### src/rtl/trace_cfg_pkg.sv
`default_nettype none

package trace_cfg_pkg;

  // datapath widths of the traced rv64 hart.
  localparam int VADDR_W = 39; // sv39 virtual pc.
  localparam int INSTR_W = 32;
  localparam int DWORD_W = 64;
  localparam int REG_ADDR_W = 5; // x0 to x31.

  // trace bookkeeping widths.
  localparam int ITAG_W = 30; // wraps around after 2**30 commits.
  localparam int HART_W = 4;

  // default sizing for the tracer.
  localparam int unsigned HART_ID_DEF = 0;
  localparam int DECODE_LAG_DEF = 3; // decode to commit distance in cycles.
  localparam int QUEUE_DEPTH_DEF = 8; // must be a power of two.

endpackage

`default_nettype wire

### src/rtl/trace_types_pkg.sv
`default_nettype none

package trace_types_pkg;

  import trace_cfg_pkg::*;

  typedef struct packed {
    logic irf_w_v; // writes an integer register.
    logic pipe_long_v; // result comes from a long latency pipe.
  } decode_flags_s;

  typedef struct packed {
    logic [VADDR_W-1:0] pc;
    logic [INSTR_W-1:0] instr;
    logic [ITAG_W-1:0] itag;
    logic needs_wb;
  } commit_entry_s;

  typedef struct packed {
    logic [REG_ADDR_W-1:0] rd_addr;
    logic [DWORD_W-1:0] rd_data;
  } writeback_s;

  typedef struct packed {
    logic [HART_W-1:0] hart;
    logic [VADDR_W-1:0] pc;
    logic [INSTR_W-1:0] instr;
    logic [ITAG_W-1:0] itag;
    logic rd_w_v;
    logic [REG_ADDR_W-1:0] rd_addr; // zero when rd_w_v is low.
    logic [DWORD_W-1:0] rd_data; // zero when rd_w_v is low.
  } trace_rec_s;

  // an instruction waits for a writeback if either pipe writes the register file.
  function automatic logic needs_wb(decode_flags_s flags);
    return flags.irf_w_v | flags.pipe_long_v;
  endfunction

endpackage

`default_nettype wire

### src/rtl/commit_matcher.sv
`timescale 1ns/10ps
`default_nettype none

module commit_matcher
  import trace_types_pkg::*;
(
  input logic head_v_i,
  input commit_entry_s head_i,
  input logic wb_v_i,
  input writeback_s wb_i,
  output logic pop_o,
  output logic retire_v_o,
  output commit_entry_s retire_entry_o,
  output writeback_s retire_wb_o
);

  logic wb_ready;
  logic retire;

  // the head is complete once its writeback, if any, is present.
  assign wb_ready = ~head_i.needs_wb | wb_v_i;
  assign retire = head_v_i & wb_ready;

  assign pop_o = retire;
  assign retire_v_o = retire;
  assign retire_entry_o = head_i;

  // a writeback seen with a no-writeback head is not paired with it.
  always_comb
  begin
    if (head_i.needs_wb)
      retire_wb_o = wb_i;
    else
      retire_wb_o = '0;
  end

endmodule

`default_nettype wire

### src/rtl/commit_queue.sv
`timescale 1ns/10ps
`default_nettype none

module commit_queue
  import trace_cfg_pkg::*;
  import trace_types_pkg::*;
#(
  parameter int QUEUE_DEPTH = QUEUE_DEPTH_DEF
) (
  input logic clk_i,
  input logic rst_i,
  input logic push_i,
  input logic [VADDR_W-1:0] pc_i,
  input logic [INSTR_W-1:0] instr_i,
  input logic needs_wb_i,
  input logic pop_i,
  output logic head_v_o,
  output commit_entry_s head_o,
  output logic overflow_o
);

  localparam int PTR_W = $clog2(QUEUE_DEPTH);
  localparam int CNT_W = PTR_W + 1;
  localparam logic [CNT_W-1:0] FULL_CNT = CNT_W'(QUEUE_DEPTH);

  commit_entry_s mem_q [QUEUE_DEPTH];
  logic [PTR_W-1:0] rd_ptr_q;
  logic [PTR_W-1:0] wr_ptr_q;
  logic [CNT_W-1:0] count_q;
  logic [ITAG_W-1:0] itag_q;
  logic overflow_q;

  logic full;
  logic do_push;
  logic do_pop;
  commit_entry_s entry;

  assign full = (count_q == FULL_CNT);
  assign do_pop = pop_i & (count_q != '0);
  assign do_push = push_i & (~full | do_pop); // a pop frees the slot in the same cycle.

  assign entry.pc = pc_i;
  assign entry.instr = instr_i;
  assign entry.itag = itag_q;
  assign entry.needs_wb = needs_wb_i;

  always_ff @(posedge clk_i)
  begin
    if (rst_i)
    begin
      rd_ptr_q <= '0;
      wr_ptr_q <= '0;
      count_q <= '0;
      itag_q <= '0;
      overflow_q <= 1'b0;
    end
    else
    begin
      if (do_push)
        wr_ptr_q <= wr_ptr_q + PTR_W'(1); // wraps since the depth is a power of two.
      if (do_pop)
        rd_ptr_q <= rd_ptr_q + PTR_W'(1);
      if (do_push & ~do_pop)
        count_q <= count_q + CNT_W'(1);
      else if (do_pop & ~do_push)
        count_q <= count_q - CNT_W'(1);
      if (push_i)
        itag_q <= itag_q + ITAG_W'(1); // lost commits still consume a tag.
      if (push_i & ~do_push)
        overflow_q <= 1'b1; // sticky until reset.
    end
  end

  always_ff @(posedge clk_i)
  begin
    if (do_push)
      mem_q[wr_ptr_q] <= entry;
  end

  assign head_v_o = (count_q != '0);
  assign head_o = mem_q[rd_ptr_q];
  assign overflow_o = overflow_q;

endmodule

`default_nettype wire

### src/rtl/commit_tracer.sv
`timescale 1ns/10ps
`default_nettype none

module commit_tracer
  import trace_cfg_pkg::*;
  import trace_types_pkg::*;
#(
  parameter int unsigned HART_ID = HART_ID_DEF,
  parameter int DECODE_LAG = DECODE_LAG_DEF,
  parameter int QUEUE_DEPTH = QUEUE_DEPTH_DEF
) (
  input logic clk_i,
  input logic rst_i,
  input logic decode_v_i,
  input decode_flags_s decode_i,
  input logic commit_v_i,
  input logic [VADDR_W-1:0] commit_pc_i,
  input logic [INSTR_W-1:0] commit_instr_i,
  input logic wb_v_i,
  input writeback_s wb_i,
  output logic trace_v_o,
  output trace_rec_s trace_o,
  output logic overflow_o
);

  decode_flags_s flags_aligned;
  logic head_v;
  commit_entry_s head;
  logic pop;
  logic retire_v;
  commit_entry_s retire_entry;
  writeback_s retire_wb;

  decode_align #(
    .DECODE_LAG(DECODE_LAG)
  ) decode_align_i (
    .clk_i(clk_i),
    .rst_i(rst_i),
    .flags_v_i(decode_v_i),
    .flags_i(decode_i),
    .flags_o(flags_aligned)
  );

  commit_queue #(
    .QUEUE_DEPTH(QUEUE_DEPTH)
  ) commit_queue_i (
    .clk_i(clk_i),
    .rst_i(rst_i),
    .push_i(commit_v_i),
    .pc_i(commit_pc_i),
    .instr_i(commit_instr_i),
    .needs_wb_i(needs_wb(flags_aligned)),
    .pop_i(pop),
    .head_v_o(head_v),
    .head_o(head),
    .overflow_o(overflow_o)
  );

  commit_matcher commit_matcher_i (
    .head_v_i(head_v),
    .head_i(head),
    .wb_v_i(wb_v_i),
    .wb_i(wb_i),
    .pop_o(pop),
    .retire_v_o(retire_v),
    .retire_entry_o(retire_entry),
    .retire_wb_o(retire_wb)
  );

  trace_emitter #(
    .HART_ID(HART_ID)
  ) trace_emitter_i (
    .clk_i(clk_i),
    .rst_i(rst_i),
    .retire_v_i(retire_v),
    .retire_entry_i(retire_entry),
    .retire_wb_i(retire_wb),
    .trace_v_o(trace_v_o),
    .trace_o(trace_o)
  );

endmodule

`default_nettype wire

### src/rtl/decode_align.sv
`timescale 1ns/10ps
`default_nettype none

module decode_align
  import trace_cfg_pkg::*;
  import trace_types_pkg::*;
#(
  parameter int DECODE_LAG = DECODE_LAG_DEF
) (
  input logic clk_i,
  input logic rst_i,
  input logic flags_v_i,
  input decode_flags_s flags_i,
  output decode_flags_s flags_o
);

  decode_flags_s [DECODE_LAG-1:0] stage_q;

  always_ff @(posedge clk_i)
  begin
    if (rst_i)
    begin
      stage_q <= '0;
    end
    else
    begin
      stage_q[0] <= flags_v_i ? flags_i : '0; // empty slots read as no writeback.
      for (int i = 1; i < DECODE_LAG; i++)
      begin
        stage_q[i] <= stage_q[i-1];
      end
    end
  end

  assign flags_o = stage_q[DECODE_LAG-1]; // lines up with commit_v_i.

endmodule

`default_nettype wire

### src/rtl/trace_emitter.sv
`timescale 1ns/10ps
`default_nettype none

module trace_emitter
  import trace_cfg_pkg::*;
  import trace_types_pkg::*;
#(
  parameter int unsigned HART_ID = HART_ID_DEF
) (
  input logic clk_i,
  input logic rst_i,
  input logic retire_v_i,
  input commit_entry_s retire_entry_i,
  input writeback_s retire_wb_i,
  output logic trace_v_o,
  output trace_rec_s trace_o
);

  logic emit;
  trace_rec_s rec;
  logic trace_v_q;
  trace_rec_s trace_q;

  // zero pc commits are bubbles from the pipeline and are not traced.
  assign emit = retire_v_i & (retire_entry_i.pc != '0);

  assign rec.hart = HART_W'(HART_ID);
  assign rec.pc = retire_entry_i.pc;
  assign rec.instr = retire_entry_i.instr;
  assign rec.itag = retire_entry_i.itag;
  assign rec.rd_w_v = retire_entry_i.needs_wb;
  assign rec.rd_addr = retire_wb_i.rd_addr; // already zero for no-writeback heads.
  assign rec.rd_data = retire_wb_i.rd_data;

  always_ff @(posedge clk_i)
  begin
    if (rst_i)
      trace_v_q <= 1'b0;
    else
      trace_v_q <= emit; // single cycle strobe per record.
  end

  always_ff @(posedge clk_i)
  begin
    if (emit)
      trace_q <= rec;
  end

  assign trace_v_o = trace_v_q;
  assign trace_o = trace_q;

endmodule

`default_nettype wire

### config.mk
export PLATFORM = sky130hd
export DESIGN_NAME = commit_tracer
export DESIGN_NICKNAME = d
export VERILOG_FILES = /design/src/rtl/trace_cfg_pkg.sv /design/src/rtl/trace_types_pkg.sv /design/src/rtl/commit_matcher.sv /design/src/rtl/commit_queue.sv /design/src/rtl/commit_tracer.sv /design/src/rtl/decode_align.sv /design/src/rtl/trace_emitter.sv
export SDC_FILE = /design/constraint.sdc
export NUM_CORES = 1
export LEC_CHECK = 0
export ABC_AREA = 1
export BUFFER_PORTS_ARGS = -buffer_cell sky130_fd_sc_hd__buf_2
export CORE_MARGIN = 1
export CORE_UTILIZATION = 60
export CTS_CLUSTER_SIZE = 24
export DETAILED_ROUTE_END_ITERATION = 10
export MAX_ROUTING_LAYER = met4
export PLACE_DENSITY = 0.88
export SYNTH_ARGS = -nofsm -noshare
export SYNTH_HDL_FRONTEND = slang
export SYNTH_HIERARCHICAL = 1
export SYNTH_SLANG_ARGS = --single-unit
export TNS_END_PERCENT = 50
### constraint.sdc
create_clock -name clk_i -period 8.03 [get_ports clk_i]
set_input_delay 0.803 -clock clk_i [delete_from_list [all_inputs] [get_ports clk_i]]
set_output_delay 0.803 -clock clk_i [all_outputs]
set_load 0.005 [all_outputs]
Word level (Yosys, flattened, before mapping)
Memory sizes are Yosys's and may differ from the RTL's. A register that Yosys moved wholly into a read port is not among the register bits.
Index checks and enable logic that the tools add are counted.
{"block": "classes", "eq_ne": 1, "addsub": 5, "mux": 6, "n_reduce_logical": 4, "n_bitwise": 15}
{"operator": "$reduce_bool A39 Y1", "n": 1}
{"operator": "$add A30 B1 Y30 const B", "n": 1}
{"operator": "$mux W4", "n": 2}
{"operator": "$and A1 B1 Y1", "n": 7}
{"operator": "$add A3 B1 Y3 const B", "n": 2}
{"operator": "$mux W3", "n": 2}
{"operator": "$not A1 Y1", "n": 5}
{"operator": "$add A4 B1 Y4 const B", "n": 1}
{"operator": "$eq A4 B4 Y1 const B", "n": 1}
{"operator": "$reduce_bool A4 Y1", "n": 1}
{"operator": "$sub A4 B1 Y4 const B", "n": 1}
{"operator": "$or A1 B1 Y1", "n": 3}
{"operator": "$mux W1", "n": 2}
{"operator": "$reduce_bool A2 Y1", "n": 1}
{"operator": "$reduce_or A2 Y1", "n": 1}
{"block": "word_totals", "output_inout_bits": 177, "register_bits": 219, "mem_count": 1, "word_cells": 50, "in_bits": 147, "mem_bits_rw": 816}
{"name": "commit_queue_i.mem_q", "depth": 8, "word_bits": 102, "read_ports": 1, "rd_clocked_by_memory_dff": 1, "write_ports": 1, "line_no": "commit_queue.sv:26", "text": "commit_entry_s mem_q [QUEUE_DEPTH];"}

Longest topological paths before layout
Gate-level depths: netlist of run 1.
{"block": "logic_depth", "word_depth": 10, "ltp_mapped": 25, "ltp_nobuf": 20}

By module
The synthesis of run 1 kept the hierarchy.
{"mod": "commit_queue", "area_each_um2": 33644.8, "seq_area_each_um2": 25384.3, "n_inst": 1, "cells_each": 2414}
{"mod": "trace_emitter", "area_each_um2": 5337.6, "seq_area_each_um2": 5154.9, "n_inst": 1, "cells_each": 213}
{"mod": "commit_matcher", "area_each_um2": 1397.6, "seq_area_each_um2": 0.0, "n_inst": 1, "cells_each": 252}
{"mod": "decode_align", "area_each_um2": 190.2, "seq_area_each_um2": 120.1, "n_inst": 1, "cells_each": 22}
{"mod": "commit_tracer", "area_each_um2": 11.3, "seq_area_each_um2": 0.0, "n_inst": 1, "cells_each": 3}

Worst setup path after synthesis of run 1
No wires, ideal clock.
{"block": "synth_path", "path_type": "reg2reg", "startpoint": "register (tool-made name)", "endpoint": "memory commit_queue_i/mem_q[0][0] (netlist name) (enable)", "n_path_buf": 5, "required_ps": 7466, "t_arrival_ps": 6342, "path_slack_ps": 1124, "path_stages_with_launch": 17, "setup_time_ps": 564, "synth_period_minus_slack_ps": 6906, "path_cell_list": "dfxtp_1 buf_4 buf_6 buf_2 mux2i_1 o22ai_1 nand2_1 nand2_1 buf_6 buf_6 a21oi_2 nor2_1 nand3_1 nand2_1 inv_1 nand2_1 nor2_1"}
{"item": "end: declaration", "line_no": "commit_queue.sv:26"}

==> results of run 1 <==
-- power by group --
group | leakage, nW | internal (mW) | switching (mW)
clock | 1.65 | 2.81 | 2.00
combinational | 5.18 | 1.29 | 2.65
sequential | 9.65 | 6.91 | 0.297
total | 16.5 | 11.0 | 4.95
-- sequential cells by signal, indices dropped and copies added (netlist names), named ones only --
signal                     cells
commit_queue_i/mem_q         816
trace_emitter_i/trace_o      171
commit_queue_i/itag_q         30
commit_queue_i/count_q         4
decode_align_i/stage_q         4
commit_queue_i/rd_ptr_q        3
commit_queue_i/wr_ptr_q        3
decode_align_i/flags_o         2
commit_queue_i/overflow_o      1
trace_emitter_i/trace_v_o      1
-- path summary, 6_finish.rpt --
path,startpoint,end,slack [ns],depth (start not counted)
max,register,trace_emitter_i/trace_o[48]$_DFFE_PP_,2.78,14
min,decode_i[0],decode_align_i/stage_q[0]$_SDFF_PP0_,0.36,3
max reg2reg,register,trace_emitter_i/trace_o[48]$_DFFE_PP_,2.78,14
min reg2reg,decode_align_i/stage_q[0]$_SDFF_PP0_,decode_align_i/stage_q[2]$_SDFF_PP0_,0.40,2
-- metal layers --
| layer | up-vias | wire length (µm) |
|---|---|---|
| li1 | 10817 | - |
| met5 | - | 0 |
| met3 | 194 | 8380 |
| met1 | 11897 | 33300 |
| met4 | 0 | 2420 |
| met2 | 1400 | 46200 |
-- cells in the final DEF (no fill, tap or decap), types with 25 or more instances in the layout --
| cell | instances |
|---|---|
| dfxtp_1 | 48 |
| o21ai_0 | 214 |
| buf_2 | 319 |
| nor2_1 | 306 |
| buf_4 | 25 |
| nand3_1 | 30 |
| inv_1 | 120 |
| edfxtp_1 | 987 |
| o22ai_1 | 204 |
| clkbuf_16 | 101 |
| mux2i_1 | 204 |
| nand2_1 | 453 |
-- worst max-delay path, stage by stage, from the launching register on --
cell      delay (ns)
dfxtp_4         0.78
buf_12          0.64
mux2i_1         0.29
o22ai_1         0.10
nand2_1         0.13
nand2_1         0.10
nor2_1          0.21
nand2_1         0.11
nor2_1          0.13
nand2_1         0.06
nor2_1          0.10
nand2_1         0.10
nand2_1         0.16
clkinv_4        0.77
buf_4           0.75
-- cell type report --
cell class	count	area (µm²)	share of cell area
clock inverter	64	728	0.0160
timing repair buffer	349	1880	0.0414
sequential	1038	30700	0.674
clock buffer	127	2690	0.0590
multi-input combinational	1489	7950	0.175
tap	864	1080	0.0238
inverter	124	478	0.0105
antenna	9	22.5	0.000495
-- cell families after synthesis --
group | after synthesis | share of synthesized area
AO/OA/AOI/OAI | 442 | 0.0610
flip-flops | 1038 | 0.756
other | 1 | 0.0000924
XOR/XNOR | 5 | 0.00108
buffers and inverters | 380 | 0.0505
adder cells (fa/ha/maj) | 7 | 0.00234
AND/OR/NAND/NOR | 827 | 0.0791
multiplexers | 204 | 0.0503
==> summary.txt, run 1 <==
DP Worst Slack: 2.96 ns
Relative slew margins: 0.204
Fin worst setup slack: 2.78 ns
Peak supply drop: 0.299 mV
CP Class: reg -> reg
Global-route wire length before repair: 133000 µm
Setup TNS: 0 ns
Final min period: 5.25 ns
Min-Delay Path Class: in -> reg
Skew final: 0.0380 ns
DR pass1 iterations: 7
# H-tree levels: 3
Sink Count: 1038
Initial drt markers: 3027
Busiest grt layer: met2
Placed cell area: 42100 µm²
Fillers: 4078
CTS clk-pin slew, worst paths: 0.06 ns
Seq cells post-synth: 1038
Period utilization: 0.654
Critical path startpoint category: register
Layout cells sized above 1: 0.165
Initial antenna violation count: 7
GR Util met1: 0.317
Final antenna-violating net count: 0
I/O Buffers: 319
Total gr overflow: 0
Final Cell Area: 45500 µm²
# IOs: 324
Area contributors post-synth: edfxtp_1 73%, mux2i_1 5.0%, nand2_1 4.2%, o22ai_1 3.1%, nor2_1 2.9%
Area growth, synth to finish: 12.1%
Max_cap viols: 0
Nets: 3257
Starting Density: 0.612
Pleak: 16.5 nW
Cts hold-fix bufs: 0
Yosys top cell by area: edfxtp_1
CP endpoint kind: register
Post-DP HPWL: 47400 µm
Ys Warns: 6
Core area: 66300 µm²
Power after layout: 16.0 mW
Post-DR wirelength/cell: 22.2 µm
Rows: 94
Syn avg cell area: 14.0 µm²
Worst skew pair latency: 0.67 ns
Slew at the pin closest to its max-slew limit: 1.19 ns
Power Dens Cells: 351 nW/µm²
Cell variety after synth: 34
Tot GR Track Use: 0.265
CTS root buf: clkbuf_16
Final Core Density: 0.686
Ys flop type: edfxtp_1
Critical Path AT: 5.54 ns
Worst EP required: 8.31 ns
GRT met2 Usage: 0.446
Post-CTS Resized: 0
Mapped Area: 40600 µm²
Total number of vias: 24308
# DRC: 0
Final slew viol count: 0
Final Setup Violations: 0
Post-CTS Setup Bufs: 0
Via count of the first global-routing pass: 23918
Final hold violation count: 0
Syn Inst Count: 2904
DR vias/cell: 5.98
Die span in x: 262 µm
Routability Congestion: 0.802
Top-count cell post-synth: edfxtp_1
Placed Cells: 3864
TritonCTS buffer count: 101
WL final: 90300 µm
Total die area: 68700 µm²
Synth top area share: 0.730
GR Util met3: 0.0473
Longest Clk Path Bufs: 3
Commonest cells in the netlist: 987 x edfxtp_1, 454 x nand2_1, 314 x nor2_1
EDFF count, synth: 987
Non-Filler Instances: 4064
Largest net degree at the start of global routing: 177
Fmax achieved: 0.190 GHz
Register area share after synthesis: 0.756
Asr flop ratio synth: 0
RSZ-0062 raised after global routing: no
Worst hold slack: 0.359 ns
Overall die height: 262 µm
CTS tree: done
Status: completed
CP max FO: 176
Note: power is estimated with default switching activity, not from simulation.
==> run 2, diff against run 1 <==
--- a/config.mk
+++ b/config.mk
@@ -5,14 +5,14 @@
 export SDC_FILE = /design/constraint.sdc
 export NUM_CORES = 1
 export LEC_CHECK = 0
-export ABC_AREA = 1
+export ABC_AREA = 0
 export BUFFER_PORTS_ARGS = -buffer_cell sky130_fd_sc_hd__buf_2
 export CORE_MARGIN = 1
-export CORE_UTILIZATION = 60
+export CORE_UTILIZATION = 54
 export CTS_CLUSTER_SIZE = 24
 export DETAILED_ROUTE_END_ITERATION = 10
 export MAX_ROUTING_LAYER = met4
-export PLACE_DENSITY = 0.88
+export PLACE_DENSITY = 0.84
 export SYNTH_ARGS = -nofsm -noshare
 export SYNTH_HDL_FRONTEND = slang
 export SYNTH_HIERARCHICAL = 1
==> constraint.sdc (replaced) <==
create_clock -name clk_i -period 4.23 [get_ports clk_i]
set_input_delay 0.423 -clock clk_i [delete_from_list [all_inputs] [get_ports clk_i]]
set_output_delay 0.423 -clock clk_i [all_outputs]
set_load 0.005 [all_outputs]
==> run 2 against run 1 <==
Net effect: sequential cell count is the same; count of clock-buffer cells in the layout is the same; clock power grew 77%; area after synthesis shrank 3.1%; synthesized cell count shrank 38%; fmax grew 36%; critical endpoint is now trace_emitter_i/trace_o[56]$_DFFE_PP_; largest power group unchanged.
==> summary.txt, run 2 <==
# DRC: 0
Total die area: 73900 µm²
Register area share after synthesis: 0.780
Busiest grt layer: met2
Synth top area share: 0.754
Max_cap viols: 0
Most common cell after layout, fill and taps aside: edfxtp_1
Overall die height: 272 µm
Fin worst setup slack: 0.363 ns
Largest register FFs: 816
Nets: 2230
Reg2Reg Depth: 7
Peak supply drop: 0.472 mV
Total number of vias: 18562
Skew final: 0.0250 ns
Most used cell, CP: buf_4
Relative slew margins: 0.131
Ys flop type: edfxtp_1
CP endpoint kind: register
Fillers: 4553
RSZ-0062 raised after global routing: no
Final Setup Violations: 0
Fmax achieved: 0.259 GHz
# H-tree levels: 3
Crit path cell chain: buf_4 -> mux4_2 -> mux2_2 -> nor4_1 -> and4_1 -> a31oi_4 -> buf_4
Rows: 98
Final antenna-violating net count: 0
Starting Density: 0.548
Critical Path AT: 4.06 ns
Biggest register: commit_queue_i/mem_q
Global-route wire length before repair: 124000 µm
Post-CTS Setup Bufs: 0
Status: completed
# IOs: 324
DR vias/cell: 5.96
CTS clk-pin slew, worst paths: 0.06 ns
GR Util met3: 0.0398
Yosys top cell by area: edfxtp_1
Total gr overflow: 0
Worst R2R Setup Slack: 0.36 ns
Asr flop ratio synth: 0
I/O Buffers: 319
Area growth, synth to finish: 13.8%
Layout cells sized above 1: 0.412
Die span in x: 272 µm
GR Util met1: 0.295
Core area: 71700 µm²
Cts hold-fix bufs: 0
DR pass1 iterations: 5
Tot GR Track Use: 0.236
Largest net degree at the start of global routing: 98
CP Class: reg -> reg
EDFF count, synth: 987
Final min period: 3.87 ns
Worst Hold Path EP: commit_queue_i/mem_q[7][71]$_DFFE_PP_
CP max FO: 97
Cell variety after synth: 46
Sink Count: 1038
Worst skew pair latency: 0.65 ns
Syn Inst Count: 1802
Final Cell Area: 44800 µm²
Worst flop-to-flop path endpoint: trace_emitter_i/trace_o[56]$_DFFE_PP_
Post-DR wirelength/cell: 26.9 µm
Ys Warns: 6
Commonest cells in the netlist: 987 x edfxtp_1, 204 x mux4_2, 110 x buf_4
Max incr delay on CP: 0.58 ns
Final slew viol count: 0
Power Dens Cells: 594 nW/µm²
Period utilization: 0.914
Top-count cell post-synth: edfxtp_1
Initial drt markers: 2043
Longest Clk Path Bufs: 3
DP Worst Slack: 0.475 ns
CTS root buf: clkbuf_16
Commonest non-fill, non-tap cells in the layout: 987 x edfxtp_1, 319 x buf_2, 204 x mux4_2
Via count of the first global-routing pass: 19377
Initial antenna violation count: 13
GRT met2 Usage: 0.399
Mapped Area: 39300 µm²
Syn avg cell area: 21.8 µm²
Slew at the pin closest to its max-slew limit: 1.30 ns
Worst hold slack: 0.0443 ns
Area contributors post-synth: edfxtp_1 75%, mux4_2 12%, mux2_2 3.0%, dfxtp_1 2.6%, buf_4 2.1%
Post-DP HPWL: 45000 µm
Crit-path slowest cell: mux4_2
CTS tree: done
Post-CTS Resized: 0
Hold depth: 1
Critical path startpoint category: register
Routability Congestion: 0.790
TritonCTS buffer count: 97
WL final: 83900 µm
Seq cells post-synth: 1038
Min-Delay Path Class: in -> reg
Final hold violation count: 0
Pleak: 14.7 nW
Setup TNS: 0 ns
Hold path start: commit_pc_i[8]
Worst EP required: 4.43 ns
Placed cell area: 41600 µm²
[run 2: worst max-delay path by stage]
stage,cells after the start,end,slack (ns)
floorplan,10,trace_emitter_i/trace_o[0]$_DFFE_PP_,-1.13
global placement,7,trace_emitter_i/trace_o[36]$_DFFE_PP_,0.63
detailed placement,7,trace_emitter_i/trace_o[32]$_DFFE_PP_,0.47
CTS,7,trace_emitter_i/trace_o[56]$_DFFE_PP_,0.43
global route,7,trace_emitter_i/trace_o[55]$_DFFE_PP_,0.29
finish,7,trace_emitter_i/trace_o[56]$_DFFE_PP_,0.36
[run 2: routing by layer]
metal	wire length (µm)	vias up
li1	-	7773
met1	31300	9685
met2	43900	954
met3	6690	150
met4	1940	0
met5	0	-
[run 2: kinds of logic after synthesis]
group,Yosys count,share of synthesized area
compound gates,39,0.00576
simple gates,197,0.0309
buf+inv,190,0.0296
other cells,1,0.0000953
mux,313,0.148
xor+xnor,17,0.00379
flops,1038,0.780
fa+ha+maj,7,0.00242
[run 2: where the power goes]
part | internal [mW] | leakage (nW) | switching (mW) | total [mW]
sequential | 12.9 | 9.57 | 0.468 | 13.4
clock | 4.81 | 1.50 | 3.70 | 8.51
combinational | 2.19 | 3.68 | 2.55 | 4.74
total | 19.9 | 14.7 | 6.71 | 26.6
[run 2: layout make-up]
type / count / area, µm² / share of cell area
flip-flops and latches: 1038 / 30700 / 0.685
multi-input cells: 577 / 7640 / 0.171
clock buffers: 127 / 2610 / 0.0584
repair buffers: 356 / 2100 / 0.0469
well taps: 950 / 1190 / 0.0266
clock inverters: 51 / 504 / 0.0113
inverters: 6 / 25.0 / 0.000559
diodes: 10 / 25.0 / 0.000559
[run 2: critical path, delay by kind of cell, from the launching register on]
family                 cells  cell delay (ns)
AND/OR/NAND/NOR            2             0.89
buffers and inverters      2             0.88
multiplexers               2             0.88
flip-flops                 1             0.43
AO/OA/AOI/OAI              1             0.15
[run 2: per-stage QoR]
stage / util / power (mW) / instances
2_1_floorplan: - / 16.8 / 1805
3_3_place_gp: 0.580 / 18.1 / 2927
3_5_place_dp: 0.580 / 18.3 / 2927
4_1_cts: 0.624 / 26.8 / 3105
5_1_grt: 0.624 / 27.5 / 3113
6_report: 0.624 / 26.6 / 3115
